[src/hw/core_mem_pkg.sv]
////////////////////////////////////////////////////////////
// Shared sizes and types for the core memory port
// Address and data widths, access-size encoding,
// requestor count and SRAM depth
////////////////////////////////////////////////////////////

package core_mem_pkg;

    // Requestors, index 0 wins arbitration
    localparam int NUM_REQ   = 3;
    localparam int REQ_IDX_W = $clog2(NUM_REQ);   // 2 bits for three requestors

    // Bus widths
    localparam int PADDR_WIDTH = 32;
    localparam int WORD_WIDTH  = 32;
    localparam int STRB_WIDTH  = WORD_WIDTH / 8;  // One strobe per byte lane

    // SRAM geometry, address bits 9:2 pick the word
    localparam int MEM_WORDS = 256;
    localparam int MEM_IDX_W = $clog2(MEM_WORDS);

    typedef logic [PADDR_WIDTH-1:0] paddr_t;
    typedef logic [WORD_WIDTH-1:0]  word_t;

    // Access size as issued by a requestor
    typedef enum logic [1:0] {
        SIZE_BYTE     = 2'b00,
        SIZE_HALFWORD = 2'b01,
        SIZE_WORD     = 2'b10
    } size_e;

endpackage : core_mem_pkg

[src/hw/mem_arbiter.sv]
////////////////////////////////////////////////////////////
// Fixed-priority arbiter for the memory requestors
// Grant lock held until the access completes,
// request mux and ready demux
////////////////////////////////////////////////////////////

`timescale 1ns/1ps

module mem_arbiter (
    input  logic                                               i_clk,
    input  logic                                               i_rst_n,
    // Requestor side
    input  logic                 [core_mem_pkg::NUM_REQ-1:0]   req_valid,
    input  logic                 [core_mem_pkg::NUM_REQ-1:0]   req_wen,
    input  core_mem_pkg::size_e  [core_mem_pkg::NUM_REQ-1:0]   req_size,
    input  core_mem_pkg::paddr_t [core_mem_pkg::NUM_REQ-1:0]   req_addr,
    input  core_mem_pkg::word_t  [core_mem_pkg::NUM_REQ-1:0]   req_wdata,
    output logic                 [core_mem_pkg::NUM_REQ-1:0]   req_ready,
    output core_mem_pkg::word_t                                req_rdata,
    // Selected request towards the AXI manager
    output logic                                               sel_valid,
    output logic                                               sel_wen,
    output core_mem_pkg::size_e                                sel_size,
    output core_mem_pkg::paddr_t                               sel_addr,
    output core_mem_pkg::word_t                                sel_wdata,
    input  logic                                               sel_ready,
    input  core_mem_pkg::word_t                                sel_rdata
);
    import core_mem_pkg::*;

    logic                 locked;      // An access is in flight
    logic [REQ_IDX_W-1:0] lock_idx;    // Owner of the in-flight access
    logic [REQ_IDX_W-1:0] prio_idx;    // Lowest-numbered valid requestor
    logic [REQ_IDX_W-1:0] grant_idx;

    // Priority pick, scan from the top so index 0 ends up winning
    always_comb begin
        prio_idx = '0;
        for (int i = NUM_REQ - 1; i >= 0; i--) begin
            if (req_valid[i]) begin
                prio_idx = REQ_IDX_W'(i);
            end
        end
    end

    assign grant_idx = locked ? lock_idx : prio_idx; // Owner keeps the port until done

    // Request mux
    assign sel_valid = req_valid[grant_idx];
    assign sel_wen   = req_wen[grant_idx];
    assign sel_size  = req_size[grant_idx];
    assign sel_addr  = req_addr[grant_idx];
    assign sel_wdata = req_wdata[grant_idx];

    // Completion goes back to the owner only
    always_comb begin
        req_ready            = '0;
        req_ready[grant_idx] = sel_ready;
    end

    assign req_rdata = sel_rdata;   // Shared, qualified by each requestor's ready

    // Lock taken on the first cycle of an access, dropped on completion
    always_ff @(posedge i_clk) begin
        if (!i_rst_n) begin
            locked   <= 1'b0;
            lock_idx <= '0;
        end else if (sel_ready) begin
            locked   <= 1'b0;
        end else if (!locked && sel_valid) begin
            locked   <= 1'b1;
            lock_idx <= prio_idx;
        end
    end

endmodule : mem_arbiter

[config.mk]
export PLATFORM = sky130hd
export DESIGN_NAME = mem_arbiter
export DESIGN_NICKNAME = d
export VERILOG_FILES = /design/src/hw/core_mem_pkg.sv /design/src/hw/mem_arbiter.sv
export SDC_FILE = /design/constraint.sdc
export NUM_CORES = 1
export LEC_CHECK = 0
export BUFFER_PORTS_ARGS = -buffer_cell sky130_fd_sc_hd__buf_4
export CORE_AREA = 2 2 131 133
export CTS_CLUSTER_SIZE = 24
export DETAILED_ROUTE_END_ITERATION = 8
export DIE_AREA = 0 0 133 135
export RECOVER_POWER = 100
export SYNTH_ARGS = -nofsm -noshare
export SYNTH_HDL_FRONTEND = slang
export SYNTH_SLANG_ARGS = --single-unit
[constraint.sdc]
create_clock -name i_clk -period 3.73 [get_ports i_clk]
set_clock_uncertainty 0.05 [all_clocks]
set_input_delay 0.373 -clock i_clk [delete_from_list [all_inputs] [get_ports i_clk]]
set_output_delay 0.373 -clock i_clk [all_outputs]
set_load 0.05 [all_outputs]
# Word level (Yosys, flattened, before mapping)
# Cells that the tools add are included.
op_classes:
  magnitude_cmp: 2
  n_mux: 16
  bitwise_logic: 3
  n_reduce_logical: 5
ops:
  columns: ["cell", "n"]
  rows:
  - ["$bmux W32 S2", 2]
  - ["$mux W32", 2]
  - ["$mux W2", 5]
  - ["$bmux W1 S2", 2]
  - ["$bmux W2 S2", 1]
  - ["$and A3 B3 Y3", 1]
  - ["$lt A2 B3 Y1 const B", 1]
  - ["$mux W1", 3]
  - ["$demux W1 S2", 1]
  - ["$ge A2 B1 Y1 const B", 1]
  - ["$logic_and A1 B1 Y1", 2]
  - ["$not A1 Y1", 2]
  - ["$reduce_and A2 Y1", 1]
  - ["$reduce_or A2 Y1", 1]
  - ["$logic_not A1 Y1", 1]
word_totals:
  ff_bits: 3
  inputBits: 239
  out_inout_bits: 103
  wordCells: 28

# Depth between registers and ports, before layout
logic_depth:
  word_depth: 9
  mapped_depth: 6
  mapped_depth_nobuf: 3

# Worst setup path before layout
# Ideal clock, no wire load.
synth_timing:
  kind: "input port to output port"
  start: "input port req_valid[0] in the netlist's numbering"
  end: "output port req_ready[1] in the netlist's numbering"
  arrival_time_ns: 2.316
  required_time_ns: 3.307
  setup_slack_ns: 0.991
  path_stages: 5
  path_buffers: 3
  path_cell_list: "buf_2 or3b_4 buf_6 buf_6 a21boi_0"
synth_between:
  elab_chain_len: 7
  elab_cells_between_ends: 8
  classes_between: "order compare (2); mux (4); bitwise (1); reduce/logical (1)"
synth_lines:
  columns: ["item", "line", "rtl"]
  rows:
  - ["start: declaration", "mem_arbiter.sv:13", "input logic [core_mem_pkg::NUM_REQ-1:0] req_valid,"]
  - ["$mux W2 (*)", "mem_arbiter.sv:40", "if (req_valid[i]) begin"]
  - ["$mux W2 (*)", "mem_arbiter.sv:46", "assign grant_idx = locked ? lock_idx : prio_idx;"]
  - ["$lt A2 B3 Y1 (not written as such) / $ge A2 B1 Y1 (equally long branches)", "mem_arbiter.sv:58", "req_ready[grant_idx] = sel_ready;"]
  - ["$logic_and A1 B1 Y1 (not written as such)", "mem_arbiter.sv:58", null]
  - ["$mux W1 (not written as such)", "mem_arbiter.sv:58", null]
  - ["$demux W1 S2 (*)", "mem_arbiter.sv:58", null]
  - ["$and A3 B3 Y3 (no source line) (*)", null, null]
  - ["end: declaration", "mem_arbiter.sv:18", "output logic [core_mem_pkg::NUM_REQ-1:0] req_ready,"]
# Mark *: on every way between the ends. The rest lies on a longest branch, timed or not.

# Worst setup path after layout
layout_timing:
  start: "register locked"
  end: "output port sel_size[0]"
layout_between:
  elab_chain_len: 3
layout_lines:
  columns: ["item", "line", "rtl"]
  rows:
  - ["start: declaration", "mem_arbiter.sv:31", "logic locked;"]
  - ["start signal: assignment", "mem_arbiter.sv:66", "locked <= 1'b0;"]
  - ["start signal: assignment", "mem_arbiter.sv:69", "locked <= 1'b0;"]
  - ["start signal: assignment", "mem_arbiter.sv:71", "locked <= 1'b1;"]
  - ["$mux W2", "mem_arbiter.sv:46", null]
  - ["$bmux W2 S2", "mem_arbiter.sv:51", "assign sel_size = req_size[grant_idx];"]
  - ["$mux W2 (not written as such)", "mem_arbiter.sv:51", null]
  - ["end: declaration", "mem_arbiter.sv:23", "output core_mem_pkg::size_e sel_size,"]
# No other way between the ends. The select of a mux whose other input is x is not followed.

==> impl_metrics.sql <==
INSERT INTO impl_metrics (metric_group, metric, value, unit) VALUES
('routing', 'detail_route.first_pass.iterations', '4', ''),
('power', 'power_density', '254', 'nW/um^2'),
('global_route', 'grt_overflow_total', '0', ''),
('routing', 'antenna_left', '0', ''),
('routing', 'vias', '2878', ''),
('worst_setup_path', 'reg2reg_from', 'locked', ''),
('routing', 'remaining_drc_errors', '0', ''),
('global_route', 'grt_first_pass_wirelength', '15600', 'um'),
('worst_setup_path', 'startpoint_type', 'register', ''),
('placement', 'dp_hpwl', '9100', 'um'),
('synthesis', 'postSynthNetCount', '464', ''),
('sta', 'grt_setup_unrepaired', 'false', ''),
('sta', 'period_minus_slack', '3220', 'ps'),
('die', 'die_area', '18000', 'sq um'),
('clocking', 'clk_root_buffer_cell', 'clkbuf_16', ''),
('die', 'dieHeight', '135', 'um'),
('worst_hold_path', 'hold_class', 'in -> reg', ''),
('worst_hold_path', 'hold_path_startpoint', 'sel_ready', ''),
('global_route', 'number_of_global_route_vias_before_repair', '2888', ''),
('worst_setup_path', 'critPathKind', 'reg -> out', ''),
('cells_and_area', 'mostFrequentLayoutCells', 'buf_4 (244), a221o_1 (68), a21boi_0 (50)', ''),
('worst_setup_path', 'worstRegToRegCells', '3', ''),
('power', 'total_leakage_power', '1.76', 'nW'),
('worst_setup_path', 'worstReg2RegEnd', 'lock_idx[1]', ''),
('clocking', 'postCtsHoldBufs', '0', ''),
('clocking', 'cts_bufs_inserted', '3', ''),
('clocking', 'cts.htree.levels', '1', ''),
('sta', 'max_slew.worst_pin.slew', '1480', 'ps'),
('cells_and_area', 'drive_above_1_share', '56.3', '%'),
('synthesis', 'synth_cells', '225', ''),
('synthesis', 'post_synth_and_or_nand_nor_area_fraction', '5.45', '%'),
('sta', 'setup_viol', '0', ''),
('synthesis', 'muxShareOfSynthArea', '0', '%'),
('cells_and_area', 'fin_area', '3780', 'sq um'),
('clocking', 'tritoncts', 'done', ''),
('worst_setup_path', 'cp_data_arrival_time', '2790', 'ps'),
('synthesis', 'synthXorXnorAreaFrac', '0', '%'),
('sta', 'max_freq', '311', 'MHz'),
('worst_setup_path', 'critical_path_required', '3310', 'ps'),
('outcome', 'outcome', 'finished, final reports clean', ''),
('clocking', 'cts_resized', '0', ''),
('worst_hold_path', 'min_delay_worst_endpoint', 'locked', ''),
('routing', 'route.detailed.wl_per_inst', '16.4', 'um'),
('global_route', 'antenna_found_initial', '0', ''),
('routing', 'wirelength', '11000', 'um'),
('cells_and_area', 'nets', '691', ''),
('die', 'die-width', '133', 'um'),
('synthesis', 'synth-adder-area-share', '0', '%'),
('cells_and_area', 'final-instance-count-excl-fill', '671', ''),
('global_route', 'pin_count_of_the_biggest_net_entering_global_routing', '43', ''),
('sta', 'final_hold_viol_count', '0', ''),
('clocking', 'max_buffers_root_to_sink', '2', ''),
('job', 'count_of_maximum_capacitance_violations', '0', ''),
('worst_hold_path', 'number_of_instances_on_the_worst_hold_path', '2', ''),
('synthesis', 'synthesized_area_per_cell', '8.16', 'sq um'),
('sta', 'layout_setup_ws', '514', 'ps'),
('placement', 'dpl_cell_area', '3850', 'sq um'),
('synthesis', 'ys_ff_latch', '3', ''),
('die', 'placeableCoreArea', '16400', 'sq um'),
('die', 'rows', '47', ''),
('routing', 'via_per_inst', '4.29', ''),
('die', 'initial_core_util', '11.2', '%'),
('routing', 'first_iter_violations', '83', ''),
('power', 'power.ir.vdd_worst', '0.119', 'mV'),
('clocking', 'tritoncts_num_sinks', '3', ''),
('sta', 'timing.slew.headroom', '1.38', '%'),
('synthesis', 'yosys_warn_count', '0', ''),
('synthesis', 'yosys.cell_types.count', '26', ''),
('clocking', 'insertion_delay', '230', 'ps'),
('cells_and_area', 'syn2layout_area_growth', '106', '%'),
('worst_setup_path', 'setup.worst_path.end_class', 'primary output', '');
==> layout make-up <==
class                      instances  area, sq um
clock buffer                       4         78.8
tap                              220          275
multi-input combinational        159         1360
inverter                           1         3.75
sequential                         3         60.1
timing repair buffer             284         2000
fill                            1853        12600
==> report_power, final <==
part           switching [mW]  total, mW  internal [mW]
clock                  0.0311      0.172          0.141
sequential            0.00363     0.0376         0.0340
combinational           0.460      0.749          0.289
total                   0.495      0.959          0.464
==> flip-flops by register name (all words and copies together) (netlist names) <==
register  flops
lock_idx      2
locked        1
==> worst max-delay path: stages, from the launching register on <==
cell and delay, ps:
dfxtp_1 410, o41ai_4 400, clkbuf_1 1100, a221o_1 350, clkbuf_2 300
==> synthesized netlist by cell type <==
master	number	share of area (%)
a21boi_0	50	20
a21boi_1	19	7.8
a21oi_1	2	0.54
a221o_1	68	37
and2_1	2	0.68
and3b_1	1	0.48
buf_1	1	0.20
buf_2	3	0.82
buf_4	34	14
buf_6	6	3.7
clkbuf_1	17	3.5
clkbuf_2	1	0.27
dfxtp_1	3	3.3
inv_2	1	0.20
nand2b_1	1	0.34
nand3b_1	2	0.82
nand3b_2	1	0.61
nor2_1	3	0.61
nor3_1	2	0.54
nor3b_1	1	0.41
nor4_1	1	0.34
o21ai_0	2	0.54
o31a_1	1	0.48
o31ai_1	1	0.41
o41ai_4	1	1.5
or3b_4	1	0.61
==> kinds of logic (layout without fill, tap and decap cells) <==
family	after synthesis	count (layout)
AOI/OAI and AO/OA	144	144
buffers and inverters	63	289
and+or+nand+nor	15	15
DFF	3	3
==> worst max path at each step <==
stage / from / endpoint / cells after the start
6_report: locked / sel_size[0] / 4
5_1_grt: locked / sel_wdata[11] / 5
4_1_cts: locked / sel_size[1] / 4
3_5_place_dp: req_valid[1] / sel_size[1] / 6
3_3_place_gp: req_valid[1] / sel_size[1] / 6
2_1_floorplan: req_valid[0] / req_ready[1] / 5
==> per-stage QoR <==
step           total power, mW  utilization, %
2_1_floorplan            0.601               -
3_3_place_gp             0.835            23.5
3_5_place_dp             0.835            23.5
4_1_cts                   1.01            23.9
5_1_grt                   1.01            23.0
6_report                 0.959            23.0
==> layer usage <==
metal / up-vias / wire length (um) / track usage [%]
met5: - / 0 / 0
met4: 0 / 68 / 1.31
met3: 11 / 1240 / 4.24
met2: 191 / 5540 / 20.3
met1: 1317 / 4180 / 11.8
li1: 1359 / - / -
No activity file was read; power rests on OpenSTA's default activity.
