<file path="src/hw/core_mem_pkg.sv">
////////////////////////////////////////////////////////////
// Shared sizes and types for the core memory port
// Address and data widths, access-size encoding,
// requestor count and SRAM depth
////////////////////////////////////////////////////////////

package core_mem_pkg;

    // Requestors, index 0 wins arbitration
    localparam int NUM_REQ   = 3;
    localparam int REQ_IDX_W = $clog2(NUM_REQ);   // 2 bits for three requestors

    // Bus widths
    localparam int PADDR_WIDTH = 32;
    localparam int WORD_WIDTH  = 32;
    localparam int STRB_WIDTH  = WORD_WIDTH / 8;  // One strobe per byte lane

    // SRAM geometry, address bits 9:2 pick the word
    localparam int MEM_WORDS = 256;
    localparam int MEM_IDX_W = $clog2(MEM_WORDS);

    typedef logic [PADDR_WIDTH-1:0] paddr_t;
    typedef logic [WORD_WIDTH-1:0]  word_t;

    // Access size as issued by a requestor
    typedef enum logic [1:0] {
        SIZE_BYTE     = 2'b00,
        SIZE_HALFWORD = 2'b01,
        SIZE_WORD     = 2'b10
    } size_e;

endpackage : core_mem_pkg

</file>
<file path="src/hw/axi_lite_manager.sv">
////////////////////////////////////////////////////////////
// AXI4-Lite manager for single-word and sub-word accesses
// Mealy FSM over the AW, W, B, AR and R channels,
// strobe generation, write-data replication, read lane pick
////////////////////////////////////////////////////////////

`timescale 1ns/1ps

module axi_lite_manager (
    input  logic                                            i_clk,
    input  logic                                            i_rst_n,
    // Selected request from the arbiter
    input  logic                                            sel_valid,
    input  logic                                            sel_wen,
    input  core_mem_pkg::size_e                             sel_size,
    input  core_mem_pkg::paddr_t                            sel_addr,
    input  core_mem_pkg::word_t                             sel_wdata,
    output logic                                            sel_ready,
    output core_mem_pkg::word_t                             sel_rdata,
    // Write address channel
    output logic                                            awvalid,
    input  logic                                            awready,
    output core_mem_pkg::paddr_t                            awaddr,
    output logic [2:0]                                      awprot,
    // Write data channel
    output logic                                            wvalid,
    input  logic                                            wready,
    output core_mem_pkg::word_t                             wdata,
    output logic [core_mem_pkg::STRB_WIDTH-1:0]             wstrb,
    // Write response channel, response code not checked
    input  logic                                            bvalid,
    output logic                                            bready,
    input  logic [1:0]                                      bresp,
    // Read address channel
    output logic                                            arvalid,
    input  logic                                            arready,
    output core_mem_pkg::paddr_t                            araddr,
    output logic [2:0]                                      arprot,
    // Read data channel
    input  logic                                            rvalid,
    output logic                                            rready,
    input  core_mem_pkg::word_t                             rdata,
    input  logic [1:0]                                      rresp
);
    import core_mem_pkg::*;

    typedef enum logic [2:0] {
        IDLE,
        SEND_RADDR,     // AR not yet accepted
        GET_RDATA,      // Waiting on R
        SEND_WADDR,     // W accepted, AW still pending
        SEND_WDATA,     // AW accepted, W still pending
        GET_BRESP       // Waiting on B
    } state_e;

    state_e state;
    state_e next_state;

    logic aw_done;
    logic w_done;
    logic b_done;
    logic ar_done;
    logic r_done;
    logic start_wr;     // Write issued straight from IDLE
    logic start_rd;

    assign aw_done = awvalid && awready;
    assign w_done  = wvalid && wready;
    assign b_done  = bvalid && bready;
    assign ar_done = arvalid && arready;
    assign r_done  = rvalid && rready;

    assign start_wr = (state == IDLE) && sel_valid && sel_wen;
    assign start_rd = (state == IDLE) && sel_valid && !sel_wen;

    always_ff @(posedge i_clk) begin
        if (!i_rst_n) begin
            state <= IDLE;
        end else begin
            state <= next_state;
        end
    end

    always_comb begin
        next_state = state;
        case (state)
            IDLE: begin
                if (start_wr) begin
                    if (aw_done && w_done) begin
                        next_state = GET_BRESP;
                    end else if (aw_done) begin
                        next_state = SEND_WDATA;
                    end else if (w_done) begin
                        next_state = SEND_WADDR;
                    end
                    // Neither accepted, IDLE keeps both valids up
                end else if (start_rd) begin
                    next_state = ar_done ? GET_RDATA : SEND_RADDR;
                end
            end
            SEND_RADDR: if (ar_done) next_state = GET_RDATA;
            GET_RDATA:  if (r_done)  next_state = IDLE;
            SEND_WADDR: if (aw_done) next_state = GET_BRESP;
            SEND_WDATA: if (w_done)  next_state = GET_BRESP;
            GET_BRESP:  if (b_done)  next_state = IDLE;
            default:    next_state = IDLE;
        endcase
    end

    // Channel valids, held by the state until each handshake
    assign awvalid = start_wr || (state == SEND_WADDR);
    assign wvalid  = start_wr || (state == SEND_WDATA);
    assign arvalid = start_rd || (state == SEND_RADDR);
    assign rready  = (state == GET_RDATA);
    assign bready  = 1'b1;   // B is always consumed on arrival

    // One-cycle completion on the response handshake
    assign sel_ready = ((state == GET_RDATA) && r_done) || ((state == GET_BRESP) && b_done);

    // Word-aligned addresses, lanes chosen by strobe and mux
    assign awaddr = {sel_addr[PADDR_WIDTH-1:2], 2'b00};
    assign araddr = {sel_addr[PADDR_WIDTH-1:2], 2'b00};
    assign awprot = 3'b000;  // Unprivileged, secure, data
    assign arprot = 3'b000;

    // Strobe and replicated write data
    always_comb begin
        case (sel_size)
            SIZE_BYTE: begin
                wstrb = STRB_WIDTH'(1) << sel_addr[1:0];   // One-hot lane
                wdata = {4{sel_wdata[7:0]}};
            end
            SIZE_HALFWORD: begin
                wstrb = sel_addr[1] ? 4'b1100 : 4'b0011;
                wdata = {2{sel_wdata[15:0]}};
            end
            default: begin
                wstrb = 4'b1111;
                wdata = sel_wdata;
            end
        endcase
    end

    // Lane extraction with zero extension
    always_comb begin
        case (sel_size)
            SIZE_BYTE: begin
                case (sel_addr[1:0])
                    2'b00:   sel_rdata = {24'h0, rdata[7:0]};
                    2'b01:   sel_rdata = {24'h0, rdata[15:8]};
                    2'b10:   sel_rdata = {24'h0, rdata[23:16]};
                    default: sel_rdata = {24'h0, rdata[31:24]};
                endcase
            end
            SIZE_HALFWORD: sel_rdata = sel_addr[1] ? {16'h0, rdata[31:16]}
                                                   : {16'h0, rdata[15:0]};
            default:       sel_rdata = rdata;
        endcase
    end

endmodule : axi_lite_manager

</file>
<file path="config.mk">
export PLATFORM = sky130hd
export DESIGN_NAME = axi_lite_manager
export DESIGN_NICKNAME = d
export VERILOG_FILES = /design/src/hw/core_mem_pkg.sv /design/src/hw/axi_lite_manager.sv
export SDC_FILE = /design/constraint.sdc
export NUM_CORES = 1
export LEC_CHECK = 0
export BUFFER_PORTS_ARGS = -buffer_cell sky130_fd_sc_hd__buf_2
export CELL_PAD_IN_SITES_DETAIL_PLACEMENT = 0
export CELL_PAD_IN_SITES_GLOBAL_PLACEMENT = 2
export CORE_MARGIN = 5
export CORE_UTILIZATION = 12
export CTS_BUF_LIST = sky130_fd_sc_hd__clkbuf_8
export DETAILED_ROUTE_END_ITERATION = 12
export PLACE_DENSITY_LB_ADDON = 0.1
export SETUP_SLACK_MARGIN = 0.05
export SLEW_MARGIN = 40
export SYNTH_ARGS = -nofsm -noshare
export SYNTH_HDL_FRONTEND = slang
export SYNTH_SLANG_ARGS = --single-unit
</file>
<file path="constraint.sdc">
create_clock -name i_clk -period 1.35 [get_ports i_clk]
set_input_delay 0.3375 -clock i_clk [delete_from_list [all_inputs] [get_ports i_clk]]
set_output_delay 0.3375 -clock i_clk [all_outputs]
set_load 0.1 [all_outputs]
</file>
* Word level (Yosys, flattened, before mapping)
Cells that the tools add are included.
** Cells by class
- Reductions and logical operators :: 19
- Mux-type cells :: 18
- Eq/ne operators :: 15
- Shift operators :: 1
** Operators by type and width (count)
- $pmux W32 S2 :: 2
- $mux W3 :: 10
- $pmux W8 S3 :: 1
- $pmux W3 S6 :: 1
- $mux W16 :: 1
- $logic_and A1 B1 Y1 :: 10
- $ne A2 B2 Y1 const B :: 4
- $pmux W4 S2 :: 1
- $reduce_and A7 Y1 :: 1
- $eq A3 B2 Y1 const B :: 2
- $eq A3 B3 Y1 const B :: 2
- $ne A5 B4 Y1 const B :: 1
- $eq A2 B1 Y1 const B :: 2
- $logic_not A2 Y1 :: 2
- $logic_or A1 B1 Y1 :: 4
- $mux W4 :: 1
- $shl A1 B2 Y4 const A :: 1
- $eq A3 B1 Y1 const B :: 1
- $logic_not A3 Y1 :: 1
- $ne A3 B3 Y1 const B :: 1
- $eq A2 B2 Y1 const B :: 1
- $mux W2 :: 1
- $ne A2 B1 Y1 const B :: 1
- $logic_not A1 Y1 :: 1
** Storage, ports and cells
- Output and inout bits :: 144
- Register bits after elaboration :: 3
- Logic and storage cells :: 54

* Longest topological paths before layout
Gate-level depths: netlist of the first run.
- Depth in word-level cells :: 10
- Gate-level depth with buffers :: 5
- Depth with buffers taken out :: 4

* Worst setup path after synthesis of the first run
No wires, ideal clock.
- Kind :: input to output
- Start :: input port sel_size[1]
- End :: output port sel_rdata[1]
- Data required time :: 1.013 ns
- Data arrival time :: 2.948 ns
- Buffers on the path :: 2
- Cell stages on the path :: 4
- Setup slack :: -1.935 ns
- Cells stage by stage :: buf_2 -> buf_4 -> nor3_1 -> a211oi_1
** Between the ends
- Word-level cells in the longest chain between the ends :: 2
** RTL lines
- start, declared :: line axi_lite_manager.sv:15 : input core_mem_pkg::size_e sel_size,
- $eq A2 B1 Y1 / $logic_not A2 Y1 (equally long branches) :: line axi_lite_manager.sv:146 : case (sel_size)
- $pmux W32 S2 * :: line axi_lite_manager.sv:146
- end, declared :: line axi_lite_manager.sv:19 : output core_mem_pkg::word_t sel_rdata,
Mark *: on every way between the ends. The rest lies on a longest branch, timed or not.

* Worst setup path after layout of the first run
- Start :: input port sel_addr[1]
- End :: output port sel_rdata[12]
** Between the ends
- Word-level cells in the longest chain between the ends :: 2
** RTL lines
- start, declared :: line axi_lite_manager.sv:16 : input core_mem_pkg::paddr_t sel_addr,
- $mux W16 :: line axi_lite_manager.sv:155 : SIZE_HALFWORD: sel_rdata = sel_addr[1] ? {16'h0, rdata[31:16]}
- $pmux W32 S2 :: line axi_lite_manager.sv:146
Every way passes these cells.

==> impl_metrics.toml, run 1 <==
[grt]
antenna_found_initial = 0
grt_start_max_net_pins = 21
grt_pass1_wl_um = 14000
grt_usage_pct = 9.63
first_global_vias = 2421
overflow = 0

[clock_tree]
cts_num_sinks = 3
clk_latency_ns = 0.21
hold_buffers = 0
cts_max_path_buffers = 2
clk_pin_slew_ns = 0.03
root_buffer = "clkbuf_8"
cts_tree = "built"
htree_levels = 1
cts_made_buffers = 3

[finish]
largest_register_ffs = 3
largestRegisters = "state x3"
drive_gt1_share_pct = 82.3
final_common_cell = "buf_12"
num_antenna_cells = 0
final_cells = 601
fillers = 1534
top_register = "state"
nNetsFinal = 525
area_growth_pct = 176
layout_common_cells = "85 x buf_12, 73 x buf_2, 49 x buf_4, 18 x buf_6"

[yosys]
synth_area_um2 = 1850
synth-compound-area-share_pct = 21.1
yosys_warnings = 0
yosys.area_share.simple_pct = 19.0
synth_edf_count = 0
synthAdderAreaFrac_pct = 0
synth_mux_area_share_pct = 19.8
ys_seq_area_share_pct = 3.24
ys.flop_type = "dfxtp_1"
synth_xor_area_share_pct = 0
avgSynthCellArea_um2 = 7.38
synth_top_family_by_area = "buffers and inverters"
yosys_register_bits = 3
syn-instance-count = 251
ys_types = 39
async_flop_share_pct = 0

[timing]
rsz0062_at_grt = "true"
hold_viol = 0
finalSetupViolCount = 63
hold_slack_ns = 0.395
fin_ws_ns = -0.420
fin_crit_ns = 1.77
slew_viol_final = 0
skew_ns = 0.00370
timing.fmax_ghz = 0.565
min_period_over_period_pct = 131

[worst_setup_path]
worstPathCellList = "buf_12 -> buf_12 -> buf_12 -> inv_12 -> nor2_4 -> a22o_1 -> a22o_4 -> buf_12"
crit_type = "in2out"
crit_top_cell = "buf_12"
worstReg2RegStart = "state[0]"
r2r_end = "state[0]"
cp_slowest_cell = "a22o_4"
slowest_delay_ns = 0.23
required_ns = 1.01
cp.arrival_ns = 1.43
r2r_setup_slack_ns = 0.03
crit_path_end_kind = "primary output"
worstSetupStartpointType = "input port"
worstPathMaxFanout = 8
worstRegToRegCells = 6
crit_start = "sel_addr[1]"

[power_and_ir_drop]
power.density_nw_per_um2 = 810
swShare_pct = 55.0
p_sw_uw = 2280
combPwrFrac_pct = 90.2
p_int_uw = 1860
power.share.clock_pct = 6.0
irDropWorstVdd_mv = 0.447
pwr-share-seq_pct = 3.8
power.leakage_uw = 0.00233

[route]
drt-total-wl_um = 9510
wl_met1_um = 3830
drt_pass1_iterations = 3
remaining_drc_errors = 0
dr_wl_met2_um = 4870
drt_iter0_markers = 43
top_layer = "met4"
antenna_left = 0
post_drt_wl_per_cell_um = 15.8
vias = 2310
routed-wl-met3_um = 720
via_per_inst = 3.84

[worst_hold_path]
min_to = "state[2]"
min_path_cells = 2
min-delay-start = "i_rst_n"
hp-class = "in2reg"

[floorplanning]
die-area_um2 = 18000
initial_core_util_pct = 12.2
row_count = 45
fp.dieW_um = 134
pin_count = 255
core_um2 = 15100
die_height_um = 134

[placement]
place_hpwl_um = 7190
dp.cells = 557
portBuffers = 149
place_ws_ns = -0.499
gp_congestion = 0.674

[outcome]
status = "finished, violations left"
violations = "negative setup slack"

[flow_run]
maxCapViolCount = 0
[power by group through the flow]
stage / logic (uW) / clock network (uW) / registers, uW
6_report: 3730 / 250 / 156
5_1_grt: 3870 / 264 / 161
4_1_cts: 3680 / 257 / 160
3_5_place_dp: 3380 / 0 / 161
3_3_place_gp: 3390 / 0 / 163
2_1_floorplan: 3070 / 0 / 123
[per-layer routing]
layer | up-vias | GRT usage [%]
met5 | - | 0
met3 | 13 | 2.74
met2 | 90 | 17.0
met4 | 0 | 1.19
met1 | 1089 | 11.9
li1 | 1118 | -
[worst max-delay path: cells and delay by family]
family	cells	cell delay, ns
AO/OA/AOI/OAI	2	0.42
buffers and inverters	5	0.60
AND/OR/NAND/NOR	1	0.06
[cell families (layout without fill, tap and decap cells)]
kind of cell / after synthesis / after routing
simple gates: 67 / 67
compound gates: 51 / 51
mux: 33 / 33
flops: 3 / 3
other cells: 2 / 11
buf+inv: 95 / 248
[layout make-up]
class                      count  area, um^2  share of cell area, %
sequential                     3        68.8                   1.35
tap                          188         235                   4.61
clock inverter                 1        3.75                 0.0735
inverter                       3        23.8                  0.466
timing repair buffer         241        2970                   58.2
clock buffer                   3        41.3                  0.809
multi-input combinational    162        1760                   34.5
[through the flow]
stage | total power [uW] | area, um^2 | util (%) | TNS, ns
floorplan | 3190 | 2510 | - | -9.55
global placement | 3550 | 4270 | 28.2 | -20.54
detailed placement | 3540 | 4270 | 28.2 | -21.05
CTS | 4100 | 4920 | 32.5 | -15.05
global route | 4290 | 5100 | 33.7 | -18.62
finish | 4140 | 5100 | 33.7 | -16.77
[how the worst max path moves through the flow]
stage	to	cells after the start
final	sel_rdata[12]	8
after global routing	sel_rdata[10]	8
after CTS	sel_rdata[13]	8
after detailed placement	sel_rdata[7]	8
after global placement	sel_rdata[1]	5
after floorplan	sel_rdata[7]	3
[synthesized netlist by cell type, types with 3 or more instances]
master    number  area share (%)
o22ai_1        4             1.4
nand2b_1       6             2.0
nor2b_1        4             1.4
a21oi_1        4             1.1
dfxtp_1        3             3.2
nand2_1       14             2.8
o21ai_0        8             2.2
buf_4         82              33
mux2i_1       16             8.6
and2_1        16             5.4
nor2_1        15             3.0
o21bai_1       3             1.2
a22o_1        15             7.1
buf_2          7             1.9
mux2_2        16             9.7
a221o_1        6             3.2
nor3_1         4             1.1
[repair_timing]
item                                    4_1_cts  5_1_grt
endpoints found under the setup margin       65       67
pin swaps                                    43       24
setup buffers                                21       18
gates cloned                                  4        3
gates resized for setup                      85       22
No activity file was read; power rests on OpenSTA's default activity.
==> run 2: changes to the inputs <==
Settings changed: ABC_AREA set to 1, CORE_UTILIZATION 12 to 11, RECOVER_POWER set to 100.
==> impl_metrics.toml, run 2 <==
[timing]
fin_tns_setup_ns = -16.39
fin_crit_ns = 1.77
hold_viol = 0
finalSetupViolCount = 67
skew_ns = 0.00367
timing.fmax_ghz = 0.566
slew_viol_final = 0
min_period_over_period_pct = 131
rsz0062_at_grt = "true"
fin_ws_ns = -0.417

[worst_setup_path]
crit_start = "sel_size[1]"
worstPathCellList = "buf_12 -> inv_8 -> nand2_8 -> nor2_8 -> nor2_4 -> a21oi_2 -> inv_4 -> nand2_1 -> o211ai_1 -> buf_12"
r2r_setup_slack_ns = -0.03
crit_top_cell = "buf_12"
r2r_end = "state[1]"
crit_path_end = "sel_rdata[7]"
cp_slowest_cell = "buf_12"
required_ns = 1.01
cp.depth = 10
slowest_delay_ns = 0.21
worstReg2RegStart = "state[1]"
cp.arrival_ns = 1.43
path_buf_inv = 4
crit_path_end_kind = "primary output"
crit_family = "buffers and inverters"
worstPathMaxFanout = 8
worstSetupStartpointType = "input port"
worstRegToRegCells = 11
crit_type = "in2out"

[finish]
largest_register_ffs = 3
area_growth_pct = 174
drive_gt1_share_pct = 75.4
largestRegisters = "state x3"
multiInputGateArea_um2 = 1710
nNetsFinal = 579
final_area_um2 = 4880
num_antenna_cells = 0
layout_common_cells = "75 x buf_2, 69 x buf_12, 49 x buf_4, 42 x nand2_1, 25 x inv_1"
final_common_cell = "buf_2"
area.sequential_um2 = 71.3
fillers = 1713
top_register = "state"

[power_and_ir_drop]
power.leakage_uw = 0.00225
power.density_nw_per_um2 = 1010
irDropWorstVdd_mv = 1.29

[grt]
grt_usage_pct = 9.94
grt_start_max_net_pins = 14
antenna_found_initial = 0
overflow = 0
first_global_vias = 2636
grt_pass1_wl_um = 14700

[clock_tree]
hold_buffers = 0
root_buffer = "clkbuf_8"
htree_levels = 1
cts_tree = "built"
cts_max_path_buffers = 2
clk_latency_ns = 0.22
cts_made_buffers = 3
clk_pin_slew_ns = 0.03
cts_num_sinks = 3

[yosys]
ys.flop_type = "dfxtp_1"
synth_largest_area_cell = "buf_4"
synth_most_common_cell = "nand2_1"
syn-instance-count = 320
yosys_register_bits = 3
ys_types = 29
async_flop_share_pct = 0
synthTopCellsByCount = "104 x nand2_1, 79 x buf_4, 46 x inv_1"
yosys_warnings = 0
synthTopCellsByArea = "buf_4 33%, nand2_1 22%, inv_1 9.7%"
synth_edf_count = 0
ys_seq_area_share_pct = 3.37
avgSynthCellArea_um2 = 5.57
synth_top_area_share_pct = 33.3
synth_area_um2 = 1780

[route]
antenna_left = 0
via_per_inst = 3.56
remaining_drc_errors = 0
drt_iter0_markers = 36
drt-total-wl_um = 9800
vias = 2433
drt_pass1_iterations = 4
post_drt_wl_per_cell_um = 14.3

[floorplanning]
fp.dieW_um = 137
row_count = 46
die-area_um2 = 18900
die_height_um = 137
core_um2 = 15900
initial_core_util_pct = 11.2
pin_count = 255

[placement]
place_hpwl_um = 8090
portBuffers = 149
gp_congestion = 0.728
dpl_cell_area_um2 = 4200
place_ws_ns = -0.529

[outcome]
violations = "negative setup slack"
status = "finished, violations left"

[worst_hold_path]
hp-class = "in2reg"

[flow_run]
maxCapViolCount = 0
==> run 2: what timing repair did <==
action,CTS,global route
gates cloned,3,0
gates resized for setup,74,51
pin swaps,18,10
endpoints found under the setup margin,68,68
setup buffers,10,9
==> run 2: cells by family (layout without fill, tap and decap cells) <==
kind of cell,Yosys count,in the layout,synth area share [%]
buffers and inverters,139,277,46.0
and+or+nand+nor,131,131,31.9
AOI/OAI and AO/OA,45,45,18.3
DFF,3,3,3.37
other,2,11,0.421
==> run 2: per-stage QoR <==
step                hold slack (ns)  instances  utilization, %  power, uW
global placement              0.517        658            26.4       4200
floorplan                     0.485        329               -       3630
CTS                           0.378        675            29.5       4880
global route                  0.424        683            30.7       5160
finish                        0.381        683            30.7       4940
detailed placement            0.520        658            26.4       4190
==> run 2: worst min-delay path by stage <==
stage / from / to / slack (ns) / cells after the start
2_1_floorplan: i_rst_n / state[0] / 0.49 / 2
3_3_place_gp: state[2] / state[2] / 0.52 / 2
3_5_place_dp: state[2] / state[2] / 0.52 / 2
4_1_cts: i_rst_n / state[0] / 0.38 / 3
5_1_grt: i_rst_n / state[0] / 0.42 / 3
6_report: i_rst_n / state[2] / 0.38 / 3
==> run 2: metal layers <==
layer	part of all wire (%)	track usage, %	wire length (um)
met3	7.3	1.83	717
met1	42	12.6	4140
met4	1.2	1.94	113
met2	49	17.6	4830
met5	0	0	0
==> run 2: worst min-delay path, delay by kind of cell <==
family / cells / cell delay (ns)
AO/OA/AOI/OAI: 1 / 0.09
buffers and inverters: 2 / 0.13
==> run 2: layout make-up <==
class / instances / area share (%)
Sequential cell: 3 / 1.46
Inverter: 53 / 6.05
Clock inverter: 1 / 0.0769
Timing Repair Buffer: 220 / 51.1
Clock buffer: 3 / 0.846
Multi-Input combinational cell: 187 / 35.0
Tap cell: 216 / 5.54
==> run 2: power by group <==
group	switching, uW	total, uW	internal (uW)
combinational	2810	4480	1670
clock	68.9	263	194
sequential	59.8	198	138
total	2940	4940	2000
